[config.mk]
export PLATFORM = sky130hd
export DESIGN_NAME = cl_hello_world
export DESIGN_NICKNAME = d
export VERILOG_FILES = /design/src/hello_reg_pkg.sv /design/src/ocl_bus_pkg.sv /design/src/cl_hello_world.sv /design/src/hello_regs.sv /design/src/ocl_slave.sv /design/src/tick_counter.sv /design/src/vled_out.sv
export VERILOG_INCLUDE_DIRS = /design/src
export SDC_FILE = /design/constraint.sdc
export NUM_CORES = 1
export LEC_CHECK = 0
export ABC_AREA = 1
export BUFFER_PORTS_ARGS = -buffer_cell sky130_fd_sc_hd__buf_2
export CAP_MARGIN = 5
export CORE_MARGIN = 2
export CORE_UTILIZATION = 56
export DETAILED_ROUTE_END_ITERATION = 10
export GPL_TIMING_DRIVEN = 0
export PLACE_DENSITY = 0.77
export SYNTH_ARGS = -nofsm -noshare
export SYNTH_HDL_FRONTEND = slang
export SYNTH_SLANG_ARGS = --single-unit
[constraint.sdc]
create_clock -name clk_main_a0 -period 4.1 [get_ports clk_main_a0]
set_input_delay 0.615 -clock clk_main_a0 [delete_from_list [all_inputs] [get_ports clk_main_a0]]
set_output_delay 0.615 -clock clk_main_a0 [all_outputs]
set_load 0.02 [all_outputs]
[src/hello_params.svh]
`ifndef HELLO_PARAMS_SVH
`define HELLO_PARAMS_SVH

// --------------------------------------
// Register map
// --------------------------------------
`define HELLO_REG_ADDR       32'h0000_0500
`define VLED_REG_ADDR        32'h0000_0504
`define CNT_CTRL_ADDR        32'h0000_0508
`define CNT_VALUE_ADDR       32'h0000_050C
// Returned for any address outside the map
`define UNIMPL_REG_VALUE     32'hDEAD_BEEF

// Bus and datapath widths
`define OCL_ADDR_W           32
`define OCL_DATA_W           32
`define VLED_W               16
`define CNT_W                16
`define TICK_W               8

// Reset values
`define HELLO_RESET_VALUE    32'h0000_0000
`define CNT_CTRL_RESET_VALUE 32'h0000_0000
`define CNT_RESET_VALUE      16'h0000
`define VLED_RESET_VALUE     16'h0000

`endif

[src/hello_reg_pkg.sv]
`include "hello_params.svh"

package hello_reg_pkg;

  // --------------------------------------
  // Counter control word
  // --------------------------------------
  // Enable sits in bit 0, load value in the top half
  typedef struct packed {
    logic [`CNT_W-1:0]  load_value;
    logic [`TICK_W-1:0] tick_value;
    logic [3:0]         spare;
    logic               oneshot;
    logic               load;
    logic               clear;
    logic               enable;
  } cnt_ctrl_t;

  // Same bus word seen raw or as control fields
  typedef union packed {
    logic [`OCL_DATA_W-1:0] raw;
    cnt_ctrl_t              fields;
  } cnt_ctrl_u;

  // Command bundle to the counter
  // Clear and load arrive as single-cycle pulses
  typedef struct packed {
    logic               enable;
    logic               oneshot;
    logic               clear;
    logic               load;
    logic [`TICK_W-1:0] tick_value;
    logic [`CNT_W-1:0]  load_value;
  } cnt_cmd_t;

endpackage

[src/ocl_bus_pkg.sv]
`include "hello_params.svh"

package ocl_bus_pkg;

  // AXI-Lite response code, only OKAY is ever returned
  localparam logic [1:0] RESP_OKAY = 2'b00;

  // --------------------------------------
  // AXI-Lite channels
  // --------------------------------------
  // Host-driven side of the OCL port
  typedef struct packed {
    logic                     awvalid;
    logic [`OCL_ADDR_W-1:0]   awaddr;
    logic                     wvalid;
    logic [`OCL_DATA_W-1:0]   wdata;
    logic [`OCL_DATA_W/8-1:0] wstrb;
    logic                     bready;
    logic                     arvalid;
    logic [`OCL_ADDR_W-1:0]   araddr;
    logic                     rready;
  } ocl_req_t;

  // Slave-driven side
  typedef struct packed {
    logic                   awready;
    logic                   wready;
    logic                   bvalid;
    logic [1:0]             bresp;
    logic                   arready;
    logic                   rvalid;
    logic [`OCL_DATA_W-1:0] rdata;
    logic [1:0]             rresp;
  } ocl_rsp_t;

  // Internal register strobes, one cycle wide
  typedef struct packed {
    logic                   valid;
    logic [`OCL_ADDR_W-1:0] addr;
    logic [`OCL_DATA_W-1:0] data;
  } reg_wr_t;

  typedef struct packed {
    logic                   valid;
    logic [`OCL_ADDR_W-1:0] addr;
  } reg_rd_t;

endpackage

[src/cl_hello_world.sv]
`include "hello_params.svh"

module cl_hello_world (
  input  logic                  clk_main_a0,
  input  logic                  rst_main_n_sync,
  input  ocl_bus_pkg::ocl_req_t ocl_req,
  output ocl_bus_pkg::ocl_rsp_t ocl_rsp,
  input  logic [`VLED_W-1:0]    sh_cl_status_vdip,
  output logic [`VLED_W-1:0]    cl_sh_status_vled
);
  import ocl_bus_pkg::*;
  import hello_reg_pkg::*;

  reg_wr_t                reg_wr;
  reg_rd_t                reg_rd;
  logic [`OCL_DATA_W-1:0] rd_data;
  cnt_cmd_t               cnt_cmd;
  logic [`CNT_W-1:0]      cnt_value;
  logic [`VLED_W-1:0]     hello_low;
  logic [`VLED_W-1:0]     vled_value;

  // AXI-Lite front end
  ocl_slave u_ocl_slave (
    .clk_main_a0     (clk_main_a0),
    .rst_main_n_sync (rst_main_n_sync),
    .req             (ocl_req),
    .rsp             (ocl_rsp),
    .reg_wr          (reg_wr),
    .reg_rd          (reg_rd),
    .rd_data         (rd_data)
  );

  // Register file and read mux
  hello_regs u_hello_regs (
    .clk_main_a0     (clk_main_a0),
    .rst_main_n_sync (rst_main_n_sync),
    .reg_wr          (reg_wr),
    .reg_rd          (reg_rd),
    .rd_data         (rd_data),
    .cnt_cmd         (cnt_cmd),
    .cnt_value       (cnt_value),
    .vled_value      (vled_value),
    .hello_low       (hello_low)
  );

  tick_counter u_tick_counter (
    .clk_main_a0     (clk_main_a0),
    .rst_main_n_sync (rst_main_n_sync),
    .cmd             (cnt_cmd),
    .value           (cnt_value)
  );

  // LED status path
  vled_out u_vled_out (
    .clk_main_a0     (clk_main_a0),
    .rst_main_n_sync (rst_main_n_sync),
    .hello_low       (hello_low),
    .vdip            (sh_cl_status_vdip),
    .vled            (cl_sh_status_vled),
    .vled_value      (vled_value)
  );

endmodule

[src/hello_regs.sv]
`include "hello_params.svh"

module hello_regs (
  input  logic                    clk_main_a0,
  input  logic                    rst_main_n_sync,
  input  ocl_bus_pkg::reg_wr_t    reg_wr,
  input  ocl_bus_pkg::reg_rd_t    reg_rd,
  output logic [`OCL_DATA_W-1:0]  rd_data,
  output hello_reg_pkg::cnt_cmd_t cnt_cmd,
  input  logic [`CNT_W-1:0]       cnt_value,
  input  logic [`VLED_W-1:0]      vled_value,
  output logic [`VLED_W-1:0]      hello_low
);
  import hello_reg_pkg::*;

  cnt_ctrl_u              wr_word;
  logic [`OCL_DATA_W-1:0] hello_q;
  cnt_ctrl_t              ctrl_q;
  logic                   clear_pulse_q;
  logic                   load_pulse_q;
  logic                   hello_wr;
  logic                   ctrl_wr;
  logic [`OCL_DATA_W-1:0] hello_rot;
  logic [`OCL_DATA_W-1:0] rd_mux;

  // Incoming word, raw for hello and split for control
  always_comb begin
    wr_word.raw = reg_wr.data;
  end

  assign hello_wr = reg_wr.valid && (reg_wr.addr == `HELLO_REG_ADDR);
  assign ctrl_wr  = reg_wr.valid && (reg_wr.addr == `CNT_CTRL_ADDR);

  // --------------------------------------
  // Hello register
  // --------------------------------------
  always_ff @(posedge clk_main_a0) begin
    if (!rst_main_n_sync) begin
      hello_q <= `HELLO_RESET_VALUE;
    end else if (hello_wr) begin
      hello_q <= wr_word.raw;
    end
  end

  // Read back rotated left by one
  assign hello_rot = {hello_q[`OCL_DATA_W-2:0], hello_q[`OCL_DATA_W-1]};
  // Low half feeds the LED shadow
  assign hello_low = hello_q[`VLED_W-1:0];

  // --------------------------------------
  // Counter control
  // --------------------------------------
  // Held fields, clear and load never stored
  always_ff @(posedge clk_main_a0) begin
    if (!rst_main_n_sync) begin
      ctrl_q <= `CNT_CTRL_RESET_VALUE;
    end else if (ctrl_wr) begin
      ctrl_q       <= wr_word.fields;
      ctrl_q.clear <= 1'b0;
      ctrl_q.load  <= 1'b0;
    end
  end

  // One-cycle pulses, seen by the counter the cycle after the write
  always_ff @(posedge clk_main_a0) begin
    if (!rst_main_n_sync) begin
      clear_pulse_q <= 1'b0;
      load_pulse_q  <= 1'b0;
    end else begin
      clear_pulse_q <= ctrl_wr && wr_word.fields.clear;
      load_pulse_q  <= ctrl_wr && wr_word.fields.load;
    end
  end

  always_comb begin
    cnt_cmd.enable     = ctrl_q.enable;
    cnt_cmd.oneshot    = ctrl_q.oneshot;
    cnt_cmd.clear      = clear_pulse_q;
    cnt_cmd.load       = load_pulse_q;
    cnt_cmd.tick_value = ctrl_q.tick_value;
    cnt_cmd.load_value = ctrl_q.load_value;
  end

  // --------------------------------------
  // Read mux
  // --------------------------------------
  always_comb begin
    case (reg_rd.addr)
      `HELLO_REG_ADDR: rd_mux = hello_rot;
      `VLED_REG_ADDR:  rd_mux = {{(`OCL_DATA_W - `VLED_W){1'b0}}, vled_value};
      `CNT_CTRL_ADDR:  rd_mux = ctrl_q;
      `CNT_VALUE_ADDR: rd_mux = {{(`OCL_DATA_W - `CNT_W){1'b0}}, cnt_value};
      default:         rd_mux = `UNIMPL_REG_VALUE;
    endcase
  end

  // Zero outside the read strobe
  assign rd_data = reg_rd.valid ? rd_mux : '0;

  // Slave spaces writes, so pulses never run back to back
  a_pulse_single : assert property (@(posedge clk_main_a0) disable iff (!rst_main_n_sync)
    (cnt_cmd.clear || cnt_cmd.load) |=> !(cnt_cmd.clear || cnt_cmd.load))
    else $error("counter clear or load pulse longer than one cycle");

endmodule

[src/ocl_slave.sv]
`include "hello_params.svh"

module ocl_slave (
  input  logic                   clk_main_a0,
  input  logic                   rst_main_n_sync,
  input  ocl_bus_pkg::ocl_req_t  req,
  output ocl_bus_pkg::ocl_rsp_t  rsp,
  output ocl_bus_pkg::reg_wr_t   reg_wr,
  output ocl_bus_pkg::reg_rd_t   reg_rd,
  input  logic [`OCL_DATA_W-1:0] rd_data
);
  import ocl_bus_pkg::*;

  // Write side
  logic                   wr_active_q;
  logic [`OCL_ADDR_W-1:0] wr_addr_q;
  logic                   bvalid_q;
  logic                   aw_fire;
  logic                   w_fire;
  logic                   b_fire;

  // Read side
  logic                   rd_pend_q;
  logic [`OCL_ADDR_W-1:0] rd_addr_q;
  logic                   rvalid_q;
  logic [`OCL_DATA_W-1:0] rdata_q;
  logic                   arready;
  logic                   ar_fire;
  logic                   r_fire;

  // --------------------------------------
  // Write address and data
  // --------------------------------------
  // Address taken only when nothing is pending
  assign aw_fire = req.awvalid && !wr_active_q;
  // One data beat per address, blocked once the response is up
  assign w_fire  = req.wvalid && wr_active_q && !bvalid_q;
  assign b_fire  = bvalid_q && req.bready;

  always_ff @(posedge clk_main_a0) begin
    if (!rst_main_n_sync) begin
      wr_active_q <= 1'b0;
    end else if (b_fire) begin
      wr_active_q <= 1'b0;
    end else if (aw_fire) begin
      wr_active_q <= 1'b1;
    end
  end

  always_ff @(posedge clk_main_a0) begin
    if (aw_fire) begin
      wr_addr_q <= req.awaddr;
    end
  end

  // Response rises the edge after the data beat
  always_ff @(posedge clk_main_a0) begin
    if (!rst_main_n_sync) begin
      bvalid_q <= 1'b0;
    end else if (b_fire) begin
      bvalid_q <= 1'b0;
    end else if (w_fire) begin
      bvalid_q <= 1'b1;
    end
  end

  // --------------------------------------
  // Read address and data
  // --------------------------------------
  // Single read in flight
  assign arready = !rd_pend_q && !rvalid_q;
  assign ar_fire = req.arvalid && arready;
  assign r_fire  = rvalid_q && req.rready;

  always_ff @(posedge clk_main_a0) begin
    if (!rst_main_n_sync) begin
      rd_pend_q <= 1'b0;
    end else begin
      rd_pend_q <= ar_fire;
    end
  end

  always_ff @(posedge clk_main_a0) begin
    if (ar_fire) begin
      rd_addr_q <= req.araddr;
    end
  end

  always_ff @(posedge clk_main_a0) begin
    if (!rst_main_n_sync) begin
      rvalid_q <= 1'b0;
    end else if (r_fire) begin
      rvalid_q <= 1'b0;
    end else if (rd_pend_q) begin
      rvalid_q <= 1'b1;
    end
  end

  // Data captured from the register mux, cleared once taken
  always_ff @(posedge clk_main_a0) begin
    if (rd_pend_q) begin
      rdata_q <= rd_data;
    end else if (r_fire) begin
      rdata_q <= '0;
    end
  end

  // Strobes toward the register stage
  always_comb begin
    reg_wr.valid = w_fire;
    reg_wr.addr  = wr_addr_q;
    reg_wr.data  = req.wdata;
    reg_rd.valid = rd_pend_q;
    reg_rd.addr  = rd_addr_q;
  end

  always_comb begin
    rsp.awready = !wr_active_q;
    rsp.wready  = w_fire;
    rsp.bvalid  = bvalid_q;
    rsp.bresp   = RESP_OKAY;
    rsp.arready = arready;
    rsp.rvalid  = rvalid_q;
    rsp.rdata   = rdata_q;
    rsp.rresp   = RESP_OKAY;
  end

  // --------------------------------------
  // Protocol checks
  // --------------------------------------
  // Responses wait for the host
  a_bvalid_hold : assert property (@(posedge clk_main_a0) disable iff (!rst_main_n_sync)
    rsp.bvalid && !req.bready |=> rsp.bvalid)
    else $error("bvalid dropped before bready");

  a_rvalid_hold : assert property (@(posedge clk_main_a0) disable iff (!rst_main_n_sync)
    rsp.rvalid && !req.rready |=> rsp.rvalid && $stable(rsp.rdata))
    else $error("rvalid or rdata changed before rready");

endmodule

[src/tick_counter.sv]
`include "hello_params.svh"

module tick_counter (
  input  logic                    clk_main_a0,
  input  logic                    rst_main_n_sync,
  input  hello_reg_pkg::cnt_cmd_t cmd,
  output logic [`CNT_W-1:0]       value
);

  logic [`TICK_W-1:0] tick_cnt_q;
  logic [`CNT_W-1:0]  cnt_q;
  logic               tick;
  logic               at_max;

  // --------------------------------------
  // Prescaler
  // --------------------------------------
  // Tick when the count reaches tick_value, zero gives a tick per cycle
  assign tick = (tick_cnt_q >= cmd.tick_value);

  always_ff @(posedge clk_main_a0) begin
    if (!rst_main_n_sync) begin
      tick_cnt_q <= '0;
    end else if (cmd.clear) begin
      tick_cnt_q <= '0;
    end else if (cmd.enable) begin
      // Wrap on tick
      tick_cnt_q <= tick ? '0 : tick_cnt_q + 1'b1;
    end
  end

  // --------------------------------------
  // Event counter
  // --------------------------------------
  assign at_max = (cnt_q == {`CNT_W{1'b1}});

  // Clear over load over counting
  always_ff @(posedge clk_main_a0) begin
    if (!rst_main_n_sync) begin
      cnt_q <= `CNT_RESET_VALUE;
    end else if (cmd.clear) begin
      cnt_q <= '0;
    end else if (cmd.load) begin
      cnt_q <= cmd.load_value;
    end else if (cmd.enable && tick && !(cmd.oneshot && at_max)) begin
      // Oneshot parks at all ones
      cnt_q <= cnt_q + 1'b1;
    end
  end

  assign value = cnt_q;

  // Saturation holds across the edge
  a_oneshot_sat : assert property (@(posedge clk_main_a0) disable iff (!rst_main_n_sync)
    cmd.oneshot && at_max && !cmd.clear && !cmd.load |=> cnt_q != '0)
    else $error("oneshot counter wrapped");

endmodule

[src/vled_out.sv]
`include "hello_params.svh"

module vled_out (
  input  logic              clk_main_a0,
  input  logic              rst_main_n_sync,
  input  logic [`VLED_W-1:0] hello_low,
  input  logic [`VLED_W-1:0] vdip,
  output logic [`VLED_W-1:0] vled,
  output logic [`VLED_W-1:0] vled_value
);

  logic [`VLED_W-1:0] shadow_q;
  logic [`VLED_W-1:0] dip_meta_q;
  logic [`VLED_W-1:0] dip_sync_q;
  logic [`VLED_W-1:0] vled_q;

  // Shadow of the hello low half
  always_ff @(posedge clk_main_a0) begin
    if (!rst_main_n_sync) begin
      shadow_q <= `VLED_RESET_VALUE;
    end else begin
      shadow_q <= hello_low;
    end
  end

  // Two-flop synchronizer for the DIP switches
  always_ff @(posedge clk_main_a0) begin
    if (!rst_main_n_sync) begin
      dip_meta_q <= '0;
      dip_sync_q <= '0;
    end else begin
      dip_meta_q <= vdip;
      dip_sync_q <= dip_meta_q;
    end
  end

  // Masked LED word, registered to the pins
  always_ff @(posedge clk_main_a0) begin
    if (!rst_main_n_sync) begin
      vled_q <= `VLED_RESET_VALUE;
    end else begin
      vled_q <= shadow_q & dip_sync_q;
    end
  end

  assign vled       = vled_q;
  // Unmasked for readback
  assign vled_value = shadow_q;

endmodule
==> results.json, run 1 <==
{
  "status": "finished, final reports clean",
  "period_share": 0.560,
  "fin_hold_ws_ns": 0.259,
  "synth_fa_ha_area_frac": 0.0122,
  "syn_inst": 1201,
  "p_sw_w": 0.00115,
  "seq_area_um2": 6010,
  "path_common_cell": "nor2_1",
  "maxCapViolCount": 0,
  "path_cells": "nor2_1 > nand2_1 > nor2_1 > nand2_2 > nor2_2 > inv_2 > o21ai_0 > nor2_1 > nor2_1",
  "seqPwrFrac": 0.518,
  "layout_commonest_cell": "nand2_1",
  "critPathKind": "reg2reg",
  "ir_drop_uv": 360,
  "synth_cell_types": 40,
  "num-nets-final": 1539,
  "antenna_found_initial": 2,
  "relSlewSlack": 0.463,
  "synthSimpleGateAreaFrac": 0.239,
  "multi_input_area_um2": 3540,
  "syn_area_per_cell_um2": 8.56,
  "synth_warnings": 0,
  "routed_wl_mm": 27.0,
  "clock_power_share": 0.429,
  "syn2layout_area_growth_pct": 20.1,
  "clkLatencyLatePin_ns": 0.53,
  "synth_area_um2": 10300,
  "hold_viol": 0,
  "firstDrtPassIters": 6,
  "core-area_um2": 18000,
  "finalNonFillerCells": 1655,
  "drive_above_1_share": 0.186,
  "internal_power_w": 0.00411,
  "viasPerCell": 5.32,
  "required_ns": 4.47,
  "synthXorXnorAreaFrac": 0.00511,
  "critPathLaunchType": "register",
  "cts_resized": 0,
  "fin_setup_tns_ns": 0,
  "synthMuxAreaShare": 0,
  "layout_min_cycle_time_ns": 2.30,
  "p_comb_frac": 0.053,
  "clockRootBuffer": "clkbuf_16",
  "die_y_um": 140,
  "finalSetupViolations": 0,
  "grt_max_degree": 33,
  "rsz0062_at_grt": "no",
  "cts_buffer_depth": 3,
  "die_area_um2": 19500,
  "gp_congestion": 0.971,
  "post_cts.repair.setup_buffers": 0,
  "cts_tree": "yes",
  "hp-class": "in2reg",
  "slowest_delay_ns": 0.49,
  "maxSlewViolCount": 0,
  "grt_pass1_wl_mm": 42.3,
  "total_power_w": 0.00525,
  "chipWidth_um": 140,
  "cp_max_fo": 8,
  "ys_seq_elements": 252,
  "crit_buf_inv": 1,
  "drcViolationCount": 0,
  "gr-total-overflow": 0,
  "row_count": 49,
  "synth_compound_area_frac": 0.0851,
  "pre_cts_slack_ns": 1.81,
  "postRouteAntennaNets": 0,
  "hpwl_mm": 20.3,
  "p_sw_frac": 0.218,
  "cp_data_arrival_time_ns": 2.67,
  "fill_cells": 1461,
  "track_usage": 0.275,
  "skew_ns": 0.0168,
  "grt_pass1_vias": 8184,
  "worstMarginPinSlew_ns": 0.802,
  "ys_seq_area_frac": 0.584,
  "port_buffers": 171,
  "ys.flop_type": "dfxtp_1",
  "p_leak_nw": 5.52,
  "start_util": 0.573,
  "synth-edff-count": 96,
  "p_per_area_nw_per_um2": 425,
  "cts_buffers": 25,
  "num_io_pins": 180,
  "via_count": 8810,
  "fmax_mhz": 436,
  "clkSinkCount": 252,
  "setup_ws_ns": 1.80,
  "cpLargestDelayFamily": "simple AND/OR/NAND/NOR gates",
  "synth-async-reset-ratio": 0,
  "most-common-layout-cells": "nand2_1, buf_2, nor2_1",
  "clk_pin_slew_ns": 0.06,
  "wl_per_cell_um": 16.3,
  "cpMaxStageDelayCell": "o21ai_0",
  "placed_cells": 1607,
  "h-tree-depth": 1,
  "first_iter_violations": 844,
  "cts_hold_buf": 0,
  "endpoint_kind": "register",
  "synth_top_family_by_area": "simple AND/OR/NAND/NOR gates"
}
-- per-layer routing --
layer  vias up  share of wire  track usage
met4         2          0.031       0.0900
met5         -        0.00041            0
li1       4294              -            -
met2       429           0.47        0.446
met3        62          0.098       0.0643
met1      4023           0.41        0.369
-- stage by stage --
| stage | utilization | area, um2 |
|---|---|---|
| global route | 0.687 | 12300 |
| floorplan | - | 10300 |
| CTS | 0.686 | 12300 |
| finish | 0.687 | 12300 |
| detailed placement | 0.640 | 11500 |
| global placement | 0.637 | 11400 |
-- cells by family after synthesis --
| group | after synthesis |
|---|---|
| and+or+nand+nor | 579 |
| DFF | 252 |
| buffers and inverters | 180 |
| AOI/OAI and AO/OA | 173 |
| adders and majority gates | 10 |
| xor gates and xnor gates | 6 |
| other | 1 |
-- cell usage after synthesis, types with 2 or more instances --
cell / n / share of area
ha_1: 10 / 0.012
nor2_2: 8 / 0.0049
o21ai_0: 62 / 0.030
nor4_2: 2 / 0.0024
buf_2: 13 / 0.0063
edfxtp_1: 96 / 0.28
buf_4: 8 / 0.0058
xor2_1: 5 / 0.0043
inv_2: 3 / 0.0011
buf_1: 7 / 0.0026
nand3_1: 97 / 0.047
nor2_1: 178 / 0.065
nand3b_1: 3 / 0.0022
nand2_1: 265 / 0.097
a21oi_1: 100 / 0.049
nor4_1: 3 / 0.0018
nand2_2: 2 / 0.0012
o21ai_1: 7 / 0.0034
dfxtp_1: 156 / 0.30
buf_6: 2 / 0.0022
nor3_1: 5 / 0.0024
inv_1: 114 / 0.042
clkinv_1: 2 / 0.00073
nand4_1: 8 / 0.0049
clkbuf_1: 29 / 0.011
nor3_4: 2 / 0.0032
-- flip-flops by register name, summed over array words and instances (netlist names), 26 cells and up --
| register | flops |
|---|---|
| u_hello_regs.hello_q | 32 |
| u_ocl_slave.rd_addr_q | 32 |
| u_ocl_slave.rdata_q | 32 |
| u_ocl_slave.wr_addr_q | 32 |
| u_hello_regs.cnt_cmd | 26 |
-- worst paths after layout --
| path | from | end | slack (ns) | cells past startpoint |
|---|---|---|---|---|
| hold / removal | ocl_req[98] | u_ocl_slave.wr_addr_q[26]$_DFFE_PP_ | 0.26 | 1 |
| hold reg to reg | u_vled_out.dip_sync_q[5]$_SDFF_PN0_ | u_vled_out.vled[5]$_SDFF_PN0_ | 0.40 | 2 |
| setup / recovery | u_ocl_slave.rd_addr_q[28]$_DFFE_PP_ | u_ocl_slave.rdata_q[21]$_SDFFCE_PN0P_ | 1.80 | 9 |
| setup reg to reg | u_ocl_slave.rd_addr_q[28]$_DFFE_PP_ | u_ocl_slave.rdata_q[21]$_SDFFCE_PN0P_ | 1.80 | 9 |
-- power by group through the flow --
stage / clock, W / combinational [W] / sequential (W)
after global routing: 0.00239 / 0.000309 / 0.00273
final: 0.00225 / 0.000280 / 0.00272
after detailed placement: 0 / 0.000273 / 0.00278
after floorplan: 0 / 0.000116 / 0.00280
after global placement: 0 / 0.000257 / 0.00277
after CTS: 0.00227 / 0.000275 / 0.00272
-- layout make-up --
cell class              instances  share of cell area
diodes                          1            0.000203
inverters                     119              0.0362
well taps                     229              0.0232
repair buffers                175              0.0756
clock inverters                14             0.00800
multi-input cells             772               0.286
plain buffers                  61              0.0256
clock buffers                  32              0.0586
flip-flops and latches        252               0.486
No activity file was read; power rests on OpenSTA's default activity.
==> inputs of run 2 (changes only) <==
==> constraint.sdc (replaced) <==
create_clock -name clk_main_a0 -period 2.4 [get_ports clk_main_a0]
set_input_delay 0.36 -clock clk_main_a0 [delete_from_list [all_inputs] [get_ports clk_main_a0]]
set_output_delay 0.36 -clock clk_main_a0 [all_outputs]
set_load 0.02 [all_outputs]
==> results.json, run 2 (synthesis results as in run 1) <==
{
  "status": "finished, final reports clean",
  "grt_pass1_vias": 8669,
  "hp-class": "in2reg",
  "rsz0062_at_grt": "no",
  "first_iter_violations": 852,
  "num_io_pins": 180,
  "cts_buffers": 25,
  "viasPerCell": 5.35,
  "fin_hold_ws_ns": 0.0124,
  "routed_wl_mm": 29.2,
  "seqPwrFrac": 0.498,
  "post_cts.repair.setup_buffers": 0,
  "grt_max_degree": 33,
  "relSlewSlack": 0.471,
  "skew_ns": 0.0119,
  "track_usage": 0.285,
  "wl_per_cell_um": 17.2,
  "h-tree-depth": 1,
  "period_share": 0.952,
  "layout_commonest_cell": "nand2_1",
  "maxCapViolCount": 0,
  "p_per_area_nw_per_um2": 725,
  "cts_buffer_depth": 3,
  "syn2layout_area_growth_pct": 25.3,
  "via_count": 9083,
  "clk_pin_slew_ns": 0.06,
  "firstDrtPassIters": 5,
  "hpwl_mm": 19.9,
  "die_area_um2": 19500,
  "clkLatencyLatePin_ns": 0.53,
  "fmax_mhz": 438,
  "core-area_um2": 18000,
  "clockRootBuffer": "clkbuf_16",
  "post_dp_cell_area_um2": 11500,
  "critPathKind": "reg2reg",
  "start_util": 0.573,
  "slowest_delay_ns": 0.36,
  "row_count": 49,
  "p_leak_nw": 5.75,
  "crit_buf_inv": 2,
  "drcViolationCount": 0,
  "p_sw_frac": 0.218,
  "port_buffers": 171,
  "cp_data_arrival_time_ns": 2.54,
  "required_ns": 2.65,
  "cp_max_fo": 10,
  "gp_congestion": 0.953,
  "fill_cells": 1344,
  "ir_drop_uv": 595,
  "path_common_cell": "nor2_1",
  "chipWidth_um": 140,
  "path_cells": "nor2_1 > nand2_1 > nor2_1 > nand2_2 > clkinv_1 > clkbuf_2 > nand3_1 > nand2_1 > nor2_1 > a21oi_1",
  "p_comb_frac": 0.060,
  "finalSetupViolations": 0,
  "cpLargestDelayFamily": "simple AND/OR/NAND/NOR gates",
  "cpMaxStageDelayCell": "edfxtp_1",
  "fin_util": 0.717,
  "hold_viol": 0,
  "critPathLaunchType": "register",
  "most-common-layout-cells": "nand2_1, buf_2, nor2_1",
  "final_area_um2": 12900,
  "grt_pass1_wl_mm": 44.0,
  "postRouteAntennaNets": 0,
  "drive_above_1_share": 0.183,
  "gr-total-overflow": 0,
  "antenna_found_initial": 4,
  "internal_power_w": 0.00731,
  "clkSinkCount": 252,
  "maxSlewViolCount": 0,
  "layout_min_cycle_time_ns": 2.28,
  "cts_tree": "yes",
  "die_y_um": 140,
  "p_sw_w": 0.00204,
  "num-nets-final": 1582,
  "endpoint_kind": "register",
  "clock_power_share": 0.442,
  "worstMarginPinSlew_ns": 0.791
}
==> run 2: changes by cell type in the layout (fill, tap and decap cells not counted), sizes merged <==
cell         change
bufinv           +1
diode            +1
buf              -1
clkbuf           +3
clkinvlp         -1
dlygate4sd3     +44
clkinv           -3
==> run 2: final timing paths <==
path                                       start                                    end  slack (ns)  depth (start not counted)
max          u_ocl_slave.rd_addr_q[23]$_DFFE_PP_  u_ocl_slave.rdata_q[10]$_SDFFCE_PN0P_        0.12                         10
min                                  ocl_req[89]    u_ocl_slave.wr_addr_q[17]$_DFFE_PP_        0.01                          1
max reg2reg  u_ocl_slave.rd_addr_q[23]$_DFFE_PP_  u_ocl_slave.rdata_q[10]$_SDFFCE_PN0P_        0.12                         10
min reg2reg  u_vled_out.dip_meta_q[5]$_SDFF_PN0_    u_vled_out.dip_sync_q[5]$_SDFF_PN0_        0.40                          2
==> run 2: metal layers <==
metal / up-vias / global-route usage / share of wire
met4: 0 / 0.104 / 0.035
met5: - / 0 / 0
met2: 459 / 0.475 / 0.48
met1: 4167 / 0.364 / 0.39
li1: 4388 / - / -
met3: 69 / 0.0674 / 0.093
==> run 2: repair_timing <==
action                                 in CTS  in global routing
setup endpoints to repair                   0                 21
endpoints found under the hold margin      29                 15
hold buffers                               29                 15
gates resized for setup                     0                  6
==> run 2: through the flow <==
step	cells	setup slack [ns]	TNS [ns]	power [W]
3_3_place_gp	1604	-0.222	-11.02	0.00518
6_report	1699	0.116	0	0.00935
2_1_floorplan	1204	0.216	0	0.00498
3_5_place_dp	1606	0.102	0	0.00522
5_1_grt	1699	0.0140	0	0.00962
4_1_cts	1681	0.0380	0	0.00932
==> run 2: power groups by stage <==
stage	Sequential, W	Clock [W]	Combinational [W]
floorplan	0.00479	0	0.000198
global placement	0.00474	0	0.000444
detailed placement	0.00474	0	0.000474
CTS	0.00465	0.00415	0.000516
global route	0.00466	0.00435	0.000606
finish	0.00466	0.00413	0.000560
==> run 2: cell type report <==
type / count / area, um2 / area share
diodes: 2 / 5.00 / 0.000388
plain buffers: 61 / 318 / 0.0247
clock buffers: 35 / 771 / 0.0598
clock inverters: 11 / 123 / 0.00951
inverters: 119 / 447 / 0.0347
multi-input cells: 772 / 3550 / 0.276
flip-flops and latches: 252 / 6010 / 0.466
well taps: 229 / 287 / 0.0222
repair buffers: 218 / 1380 / 0.107
